**src/hdl/conv_config.svh**
```systemverilog
`ifndef CONV_CONFIG_SVH
`define CONV_CONFIG_SVH

// Pixels per row and rows per image, the image is square
`define CONV_IMG_WIDTH 8

// Side length of the square kernel
`define CONV_KERNEL_SIZE 3

// Output channels computed from the single input channel
`define CONV_OUT_CHANNELS 2

// Q15.16 sample format
`define CONV_FRAC_BITS 16
`define CONV_VALUE_BITS 32

// Set to 1 to clamp negative results to zero
`define CONV_RELU 1

`endif
```
**src/hdl/conv_num_pkg.sv**
```systemverilog
`include "conv_config.svh"

package conv_num_pkg;

    // One signed Q15.16 sample
    typedef logic signed [`CONV_VALUE_BITS-1:0] pixel_t;

    // Full product of two samples
    // Result keeps 2x fraction bits
    typedef logic signed [2*`CONV_VALUE_BITS-1:0] product_t;

    // Kernel taps for one output channel
    // First index is the row, second the column
    typedef pixel_t [`CONV_KERNEL_SIZE-1:0][`CONV_KERNEL_SIZE-1:0] kernel_t;

    // One kernel per output channel
    typedef kernel_t [`CONV_OUT_CHANNELS-1:0] kernel_set_t;

    // One bias per output channel
    typedef pixel_t [`CONV_OUT_CHANNELS-1:0] bias_vec_t;

endpackage

```
**src/hdl/conv_stream_pkg.sv**
```systemverilog
`include "conv_config.svh"

package conv_stream_pkg;

    import conv_num_pkg::*;

    // Input pixel beat
    typedef struct packed {
        pixel_t data;
        logic   last;
    } pixel_beat_t;

    // Full kernel window from the line buffer
    // Last marks the window holding the final pixel of the image
    typedef struct packed {
        kernel_t taps;
        logic    last;
    } window_beat_t;

    // All output channels of one kernel position
    typedef struct packed {
        pixel_t [`CONV_OUT_CHANNELS-1:0] data;
        logic                            last;
    } result_beat_t;

endpackage

```
**src/hdl/conv_output_stage.sv**
```systemverilog
`timescale 1ns/1ps
`include "conv_config.svh"

module conv_output_stage import conv_num_pkg::*; import conv_stream_pkg::*; #(
    parameter int RELU = 1
) (
    input  logic         clk,
    input  logic         reset,
    input  result_beat_t i_sum,
    input  logic         i_valid,
    output logic         o_ready,
    input  bias_vec_t    i_bias,
    output result_beat_t o_result,
    output logic         o_valid,
    input  logic         i_ready
);

    localparam int CH = `CONV_OUT_CHANNELS;
    localparam int VB = `CONV_VALUE_BITS;

    pixel_t [CH-1:0] next_data;
    pixel_t [CH-1:0] data_q;
    logic            valid_q;
    logic            last_q;

    // Bias add wraps at 32 bits
    always_comb begin
        for (int ch = 0; ch < CH; ch++) begin
            next_data[ch] = i_sum.data[ch] + i_bias[ch];
            // Negative when the sign bit is set
            if ((RELU != 0) && next_data[ch][VB-1]) begin
                next_data[ch] = '0;
            end
        end
    end

    // Single entry, refills in the cycle it drains
    assign o_ready = !valid_q || i_ready;

    always_ff @(posedge clk) begin
        if (reset) begin
            valid_q <= 1'b0;
            last_q  <= 1'b0;
        end else if (i_valid && o_ready) begin
            valid_q <= 1'b1;
            last_q  <= i_sum.last;
        end else if (i_ready) begin
            valid_q <= 1'b0;
            last_q  <= 1'b0;
        end
    end

    always_ff @(posedge clk) begin
        if (i_valid && o_ready) begin
            data_q <= next_data;
        end
    end

    assign o_result.data = data_q;
    assign o_result.last = last_q;
    assign o_valid       = valid_q;

endmodule

```
**config.mk**
```make
export PLATFORM = sky130hd
export DESIGN_NAME = conv_output_stage
export DESIGN_NICKNAME = d
export VERILOG_FILES = /design/src/hdl/conv_num_pkg.sv /design/src/hdl/conv_stream_pkg.sv /design/src/hdl/conv_output_stage.sv
export VERILOG_INCLUDE_DIRS = /design/src /design/src/hdl
export SDC_FILE = /design/constraint.sdc
export NUM_CORES = 1
export LEC_CHECK = 0
export BUFFER_PORTS_ARGS = -buffer_cell sky130_fd_sc_hd__buf_4
export CAP_MARGIN = 20
export CORE_MARGIN = 2
export CORE_UTILIZATION = 46
export DETAILED_ROUTE_END_ITERATION = 12
export PLACE_DENSITY = 0.8
export SKIP_CTS_REPAIR_TIMING = 1
export SKIP_LAST_GASP = 1
export SYNTH_ARGS = -nofsm -noshare
export SYNTH_HDL_FRONTEND = slang
export SYNTH_SLANG_ARGS = --single-unit
```
**constraint.sdc**
```tcl
create_clock -name clk -period 5.65 [get_ports clk]
set_clock_uncertainty 0.05 [all_clocks]
set_input_delay 0.565 -clock clk [delete_from_list [all_inputs] [get_ports clk]]
set_output_delay 0.565 -clock clk [all_outputs]
set_load 0.005 [all_outputs]
```
Word level (Yosys, flattened, before mapping):

Index checks and enable logic that the tools add are counted.

* memory bits (writable): 0
* bits in registers: 66
* bits in read-only memories: 0
* latch bits: 0
* memories: 0
* logic and storage cells: 15

* multiplexer cells: 3
* equality and inequality tests: 0
* $mul: 0
* shift-type cells: 0
* $lt $le $gt $ge: 0
* add/subtract/negate cells: 2
* reductions and logical operators: 4
* div/mod/pow operators: 0
* bitwise operators: 0

Operator list (count)
* adder 32 bit: 2
* two-way mux 1 bit: 3
* nonzero test 2 bit: 1
* logical AND 1 bit: 1
* logical NOT 1 bit: 1
* logical OR 1 bit: 1

Logic depth before layout (Yosys ltp):

Gate-level depths: netlist of the first run.

* depth in word-level cells: 4
* gate-level depth with buffers: 12

Least setup slack after synthesis of the first run:

OpenSTA, ideal clock, no wires.

* kind: input to register
* start point: input i_sum[35] (netlist bit)
* end point: register data_q (netlist bit o_result[42]) (data pin)
* path buffers: 1
* stages: 11
* setup time: 0.266 ns
* arrival time: 3.291 ns
* slack: 2.043 ns
* path through: ha_1 a21oi_1 a2111oi_2 nor2_1 or4_1 a41o_1 or3_1 o21ai_2 xnor2_1 clkbuf_1 nor2_1

* word-level cells in the longest chain between the ends: 1

RTL lines
* start, declared: RTL line conv_output_stage.sv:9 `input result_beat_t i_sum,`
* adder 32 bit: RTL line conv_output_stage.sv:29 `next_data[ch] = i_sum.data[ch] + i_bias[ch];`
* end signal, assigned: RTL line conv_output_stage.sv:55 `data_q <= next_data;`
* end, declared: RTL line conv_output_stage.sv:22 `pixel_t [CH-1:0] data_q;`

No other way between the ends.
A chain may end at the register's enable or synchronous reset.

Final worst setup path of the first run:

* start point: input i_sum[33] (netlist bit)
* end point: register data_q (netlist bit o_result[59]) (data pin)

The elaborated chain is that of the path after synthesis.

==> impl_metrics.json, run 1 <==
{
  "vias": 5210,
  "cts_tree": "yes",
  "grt_max_degree": 64,
  "wl_um": 14300,
  "period_share_pct": 67.8,
  "gp_congestion": 0.932,
  "max_freq_mhz": 261,
  "worstHoldStart": "reset",
  "r2r_start": "o_valid",
  "status": "finished clean",
  "clkTransAtPathRegs_ns": 0.05,
  "rsz0062_at_grt": "no",
  "area_growth_pct": 35.5,
  "relSlewSlack_pct": 46.3,
  "ys_warn_count": 0,
  "p_leak_uw": 0.00339,
  "cts.htree.levels": 3,
  "wl_per_cell_um": 15.3,
  "crit_chain": "buf_4 > ha_1 > fa_1 > a21o_1 > a221oi_1 > nand3b_1 > a41oi_1 > o21ai_0 > a211oi_1 > o21ai_0 > xnor2_1 > nor2_1",
  "fin_crit_ns": 3.83,
  "crit_slowest_cell": "a221oi_1",
  "rows": 39,
  "ir_worst_vdd_v": 0.000188,
  "cts.path.max_buffers": 2,
  "synth.most_common_cell": "nor2_1",
  "power_density_nw_per_um2": 256,
  "antenna_cells": 0,
  "drc": 0,
  "synth_seq_area_share_pct": 35.2,
  "hpwl_um": 11600,
  "drt_pass1_iterations": 5,
  "synth_seq_cells": 64,
  "dpl_cell_area_um2": 7030,
  "setup_viol": 0,
  "crit_top_cell": "o21ai_0",
  "grt_pass1_wl_um": 23500,
  "cts_buffers": 9,
  "fin_tns_setup_ns": 0,
  "min_path_type": "in2reg",
  "cts.sinks": 64,
  "gr-total-overflow": 0,
  "core_um2": 11500,
  "syn_avg_cell_area_um2": 9.20,
  "syn_inst": 588,
  "startpoint_type": "primary input",
  "synthDistinctLibCells": 55,
  "viasPerCell": 5.60,
  "crit_fanout": 4,
  "netlist.area_leader.share_pct": 34.4,
  "fin_ws_ns": 1.82,
  "drive_gt1_share_pct": 28.7,
  "crit_start": "i_sum[33]",
  "die_area_um2": 12600,
  "synth-main-ff-cell": "edfxtp_1",
  "critical_path.max_stage_delay_ns": 0.56,
  "antenna_found_initial": 0,
  "hold_viol_final": 0,
  "initial_utilization_pct": 47.2,
  "crit_arrival_ns": 3.84,
  "ant_nets": 0,
  "worstMarginPinSlew_ns": 0.805,
  "async_flop_share_pct": 0,
  "path_class": "in2reg",
  "root_buffer": "clkbuf_16",
  "maxCapViolations": 0,
  "synth.cell_area_um2": 5410,
  "slew_viol_final": 0,
  "top_level_ports": 200,
  "yosys-top-cells-area": "edfxtp_1 (34%), ha_1 (14%), nor2_1 (5.9%)",
  "grt_pass1_vias": 5286,
  "p_total_uw": 1880,
  "die_h_um": 112,
  "holdWs_ns": 0.353,
  "cp-end-kind": "flip-flop",
  "clk_latency_ns": 0.32,
  "finalInstanceArea_um2": 7330,
  "port_buffers": 197,
  "grt_usage_pct": 22.4,
  "yosys-top-cells-count": "nor2_1 (85), edfxtp_1 (62), ha_1 (62)",
  "synth_edf_count": 62,
  "final_nets": 981,
  "place_worst_setup_slack_ns": 1.53,
  "yosysTopAreaCell": "edfxtp_1",
  "worst_ep_required_time_ns": 5.66,
  "die_w_um": 112,
  "first_iter_violations": 343
}
-- area by class of cell --
cell class / count / area (µm²)
fillers: 907 / 4130
multi-input cells: 494 / 3390
flip-flops and latches: 64 / 1900
repair buffers: 200 / 1500
clock buffers: 10 / 229
well taps: 143 / 179
clock inverters: 5 / 72.6
inverters: 15 / 56.3
-- worst max-delay path: cells and delay by family --
family	cells	cell delay [ns]
AND/OR/NAND/NOR	2	0.23
adder cells (fa/ha/maj)	2	0.67
XOR/XNOR	1	0.17
buffers and inverters	1	0.11
AO/OA/AOI/OAI	6	2.07
-- per-layer routing --
metal / vias up / routed length [µm] / track usage [%]
met4: 0 / 256 / 7.97
met5: - / 0 / 0
met3: 23 / 880 / 3.67
met2: 217 / 7330 / 41.6
met1: 2401 / 5810 / 25.8
li1: 2569 / - / -
-- worst paths after layout --
path	to	slack (ns)	cells after the start
setup / recovery	o_result[59]	1.82	12
hold / removal	last_q	0.35	2
setup reg to reg	o_result[11]	3.98	3
hold reg to reg	o_valid	0.50	2
-- layout by cell type, fill, tap and decap left out, drive strengths merged, types with 6 or more instances in the layout --
master  netlist  layout
a211oi        8       8
a21oi        56      56
buf           4     200
nand4         8       8
nor3          8       8
nand2        40      40
and3          8       8
xor2         30      30
a31oi         6       6
nor2b         8       8
o21ai        26      26
inv          15      15
edfxtp       62      62
o21bai        8       8
nor2         85      85
ha           62      62
a21o         31      31
clkbuf       12      10
xnor2        28      28
nand3        15      15
-- through the flow --
stage / utilization, % / instances
detailed placement: 61.3 / 916
floorplan: - / 589
global route: 63.9 / 931
CTS: 63.9 / 931
global placement: 61.3 / 916
finish: 63.9 / 931
-- sequential cells by signal, indices dropped and copies added (netlist names) --
name      flops
o_result     62
last_q        1
o_valid       1
-- where the power goes --
group | leakage [µW] | switching (µW) | total, µW | internal (µW)
Combinational | 0.00260 | 344 | 670 | 326
Sequential | 0.000635 | 23.6 | 643 | 619
Clock | 0.000147 | 186 | 565 | 379
Total | 0.00339 | 554 | 1880 | 1320
-- cell families after synthesis --
group	after synthesis	share of synthesized area, %
simple gates	201	17.6
buf+inv	31	2.50
other cells	1	0.0693
fa+ha+maj	64	15.1
flops	64	35.2
compound gates	169	20.2
xor+xnor	58	9.39
(Power assumes the default switching activity.)
==> run 2, diff against run 1 <==
clock period = 3.72 ns   (was 5.65 ns; I/O delays follow)
==> impl_metrics.json, run 2 (synthesis results as in run 1) <==
{
  "die_area_um2": 12600,
  "core_um2": 11500,
  "top_level_ports": 200,
  "grt_pass1_vias": 5146,
  "largest_reg_flops": 62,
  "p_total_uw": 2880,
  "die_h_um": 112,
  "root_buffer": "clkbuf_16",
  "crit_chain": "buf_4 > ha_1 > a21oi_1 > a2111oi_2 > nor2_1 > or4_1 > a41o_1 > or3_1 > o21ai_2 > xnor2_2 > buf_4 > nor2_1",
  "topRoutingLayerUsed": "met4",
  "cp-end-kind": "flip-flop",
  "min_path_type": "in2reg",
  "placed_cells": 924,
  "clkTransAtPathRegs_ns": 0.05,
  "first_iter_violations": 305,
  "hold_viol_final": 0,
  "ant_nets": 0,
  "cts.sinks": 64,
  "wl_um": 14500,
  "crit_arrival_ns": 3.39,
  "cts.htree.levels": 3,
  "power_density_nw_per_um2": 389,
  "critical_path.max_stage_delay_ns": 0.53,
  "period_share_pct": 90.5,
  "critPathBufInv": 2,
  "antenna_found_initial": 0,
  "grt_usage_pct": 22.8,
  "crit_slowest_cell": "or4_1",
  "hpwl_um": 11800,
  "cts.path.max_buffers": 2,
  "gr-total-overflow": 0,
  "relSlewSlack_pct": 51.1,
  "setup_viol": 0,
  "die_w_um": 112,
  "path_class": "in2reg",
  "vias": 5171,
  "final_cells": 940,
  "cts_buffers": 9,
  "fin_util_pct": 64.7,
  "initial_utilization_pct": 47.2,
  "antenna_cells": 0,
  "grt_max_degree": 35,
  "multi_input_area_um2": 3390,
  "worstMarginPinSlew_ns": 0.733,
  "final_nets": 989,
  "drt_pass1_iterations": 4,
  "port_buffers": 197,
  "r2r_slack_ns": 1.76,
  "startpoint_type": "primary input",
  "fillers": 945,
  "mostFrequentLayoutCells": "buf_4 (206), nor2_1 (85), ha_1 (62), edfxtp_1 (62), a21oi_1 (56)",
  "clk_latency_ns": 0.32,
  "cp.depth": 12,
  "crit_fanout": 9,
  "worst_ep_required_time_ns": 3.75,
  "path_delay_family": "simple AND/OR/NAND/NOR gates",
  "rsz0062_at_grt": "no",
  "gp_congestion": 0.861,
  "wl_per_cell_um": 15.4,
  "maxCapViolations": 0,
  "wl_met1_um": 5870,
  "rows": 39,
  "fin_tns_setup_ns": 0,
  "max_freq_mhz": 297,
  "ir_worst_vdd_v": 0.000308,
  "grt_pass1_wl_um": 23700,
  "drc": 0,
  "fin_crit_ns": 3.37,
  "hold_path_depth": 2,
  "wl_met2_um": 7330,
  "cts_tree": "yes",
  "slew_viol_final": 0,
  "r2r_cells": 3,
  "wl_met3_um": 923,
  "p_leak_uw": 0.00343,
  "viasPerCell": 5.50,
  "seq_area_um2": 1900,
  "drive_gt1_share_pct": 29.4,
  "layout_commonest_cell": "buf_4",
  "area_growth_pct": 37.2,
  "status": "finished clean"
}
run 2: changes by cell type in the layout (fill, tap and decap cells not counted):
cell,change
buf_12,+2
buf_4,+6
clkbuf_1,+2
clkinv_1,-1
run 2: worst paths after layout:
kind              startpoint      endpoint
setup reg to reg     o_valid  o_result[20]
setup / recovery   i_sum[35]  o_result[56]
hold / removal         reset       o_valid
hold reg to reg      o_valid       o_valid
run 2: power by group:
| part | internal (µW) | switching (µW) |
|---|---|---|
| clock | 583 | 276 |
| sequential | 941 | 36.7 |
| combinational | 520 | 526 |
| total | 2040 | 839 |
run 2: per-stage QoR:
step / setup slack (ns) / cell area [µm²] / hold WS, ns
2_1_floorplan: 0.306 / 5410 / 0.391
3_3_place_gp: 0.106 / 7120 / 0.447
3_5_place_dp: 0.000810 / 7120 / 0.473
4_1_cts: 0.350 / 7420 / 0.147
5_1_grt: 0.134 / 7420 / 0.156
6_report: 0.353 / 7420 / 0.162
run 2: cell type report:
class | instances | area share, %
clock buffers | 12 | 3.19
repair buffers | 208 | 21.4
well taps | 143 | 2.41
inverters | 15 | 0.759
multi-input cells | 494 | 45.7
clock inverters | 4 | 0.927
flip-flops and latches | 64 | 25.6
run 2: metal layers:
metal	up-vias	track usage (%)
met1	2337	27.9
met3	34	3.46
met2	218	40.9
li1	2582	-
met4	0	8.05
met5	-	0
==> run 3, diff against run 2 <==
PLACE_DENSITY = 0.74   (was 0.8)
==> impl_metrics.json, run 3 (synthesis results as in run 1) <==
{
  "fin_crit_ns": 3.38,
  "cts.sinks": 64,
  "drc": 0,
  "drt_pass1_iterations": 5,
  "status": "finished clean",
  "period_share_pct": 90.8,
  "largest_reg_flops": 62,
  "antenna_cells": 0,
  "cts_buffers": 9,
  "grt_usage_pct": 22.0,
  "min_path_type": "in2reg",
  "maxCapViolations": 0,
  "placed_cells": 934,
  "grt_pass1_vias": 5029,
  "cts.path.max_buffers": 2,
  "cts_tree": "yes",
  "setup_viol": 0,
  "drive_gt1_share_pct": 30.4,
  "die_w_um": 112,
  "initial_utilization_pct": 47.2,
  "worst_ep_required_time_ns": 3.75,
  "cp-end-kind": "flip-flop",
  "crit_fanout": 25,
  "grt_max_degree": 40,
  "worstMarginPinSlew_ns": 0.885,
  "layout_commonest_cell": "buf_4",
  "die_area_um2": 12600,
  "final_cells": 949,
  "gp_congestion": 0.912,
  "grt_pass1_wl_um": 22800,
  "final_nets": 999,
  "power_density_nw_per_um2": 368,
  "clkTransAtPathRegs_ns": 0.05,
  "root_buffer": "clkbuf_16",
  "antenna_found_initial": 0,
  "ir_worst_vdd_v": 0.000280,
  "mostFrequentLayoutCells": "buf_4 (217), nor2_1 (85), ha_1 (62), edfxtp_1 (62), a21oi_1 (56)",
  "cts.htree.levels": 3,
  "vias": 5164,
  "wl_per_cell_um": 14.7,
  "fin_util_pct": 64.8,
  "clk_latency_ns": 0.32,
  "ant_nets": 0,
  "rows": 39,
  "area_growth_pct": 37.4,
  "hpwl_um": 11500,
  "first_iter_violations": 243,
  "top_level_ports": 200,
  "port_buffers": 197,
  "p_leak_uw": 0.00346,
  "relSlewSlack_pct": 41.0,
  "holdWs_ns": 0.160,
  "crit_arrival_ns": 3.41,
  "slew_viol_final": 0,
  "startpoint_type": "primary input",
  "max_freq_mhz": 296,
  "core_um2": 11500,
  "path_class": "in2reg",
  "die_h_um": 112,
  "fillers": 938,
  "fin_tns_setup_ns": 0,
  "hold_viol_final": 0,
  "gr-total-overflow": 0,
  "rsz0062_at_grt": "no",
  "viasPerCell": 5.44,
  "wl_um": 14000
}
-- run 3: where the power goes --
group          total [µW]  leakage [µW]  switching [µW]  internal, µW
Clock                 712      0.000130             277           436
Sequential            972      0.000635            31.6           940
Combinational        1050       0.00269             526           527
-- run 3: worst paths after layout --
check	start	to	slack [ns]	cells after the start
setup / recovery	i_bias[34]	o_result[47]	0.34	12
hold / removal	reset	o_valid	0.16	2
setup reg to reg	o_valid	o_result[56]	1.71	3
hold reg to reg	o_valid	o_valid	0.48	2
-- run 3: worst max-delay path, cell delays in order --
cell	delay (ns)
buf_4	0.12
ha_1	0.31
a21oi_1	0.10
a2111oi_2	0.43
nor2_1	0.15
or4_1	0.53
a41o_1	0.29
or3_1	0.40
o21ai_2	0.17
xnor2_2	0.24
buf_12	0.23
nor2_1	0.07
-- run 3: area by class of cell --
class                   instances  area (µm²)  area share (%)
flip-flops and latches         64        1900            25.6
repair buffers                218        1650            22.2
clock buffers                   9         225            3.03
well taps                     143         179            2.41
clock inverters                 6        27.5           0.370
inverters                      15        56.3           0.758
multi-input cells             494        3390            45.7
-- run 3: per-stage QoR --
stage	worst slack (ns)	power [µW]	cell area [µm²]
after floorplan	0.306	1590	5410
after CTS	0.330	2750	7430
after detailed placement	-0.0186	2030	7180
final	0.341	2740	7430
after global routing	0.137	2900	7430
after global placement	0.0775	2010	7180
-- run 3: layer usage --
metal / GRT usage [%] / part of all wire (%) / up-vias
li1: - / - / 2599
met1: 27.6 / 42 / 2347
met2: 38.3 / 49 / 196
met3: 3.24 / 6.2 / 22
met4: 9.02 / 2.3 / 0
met5: 0 / 0 / -
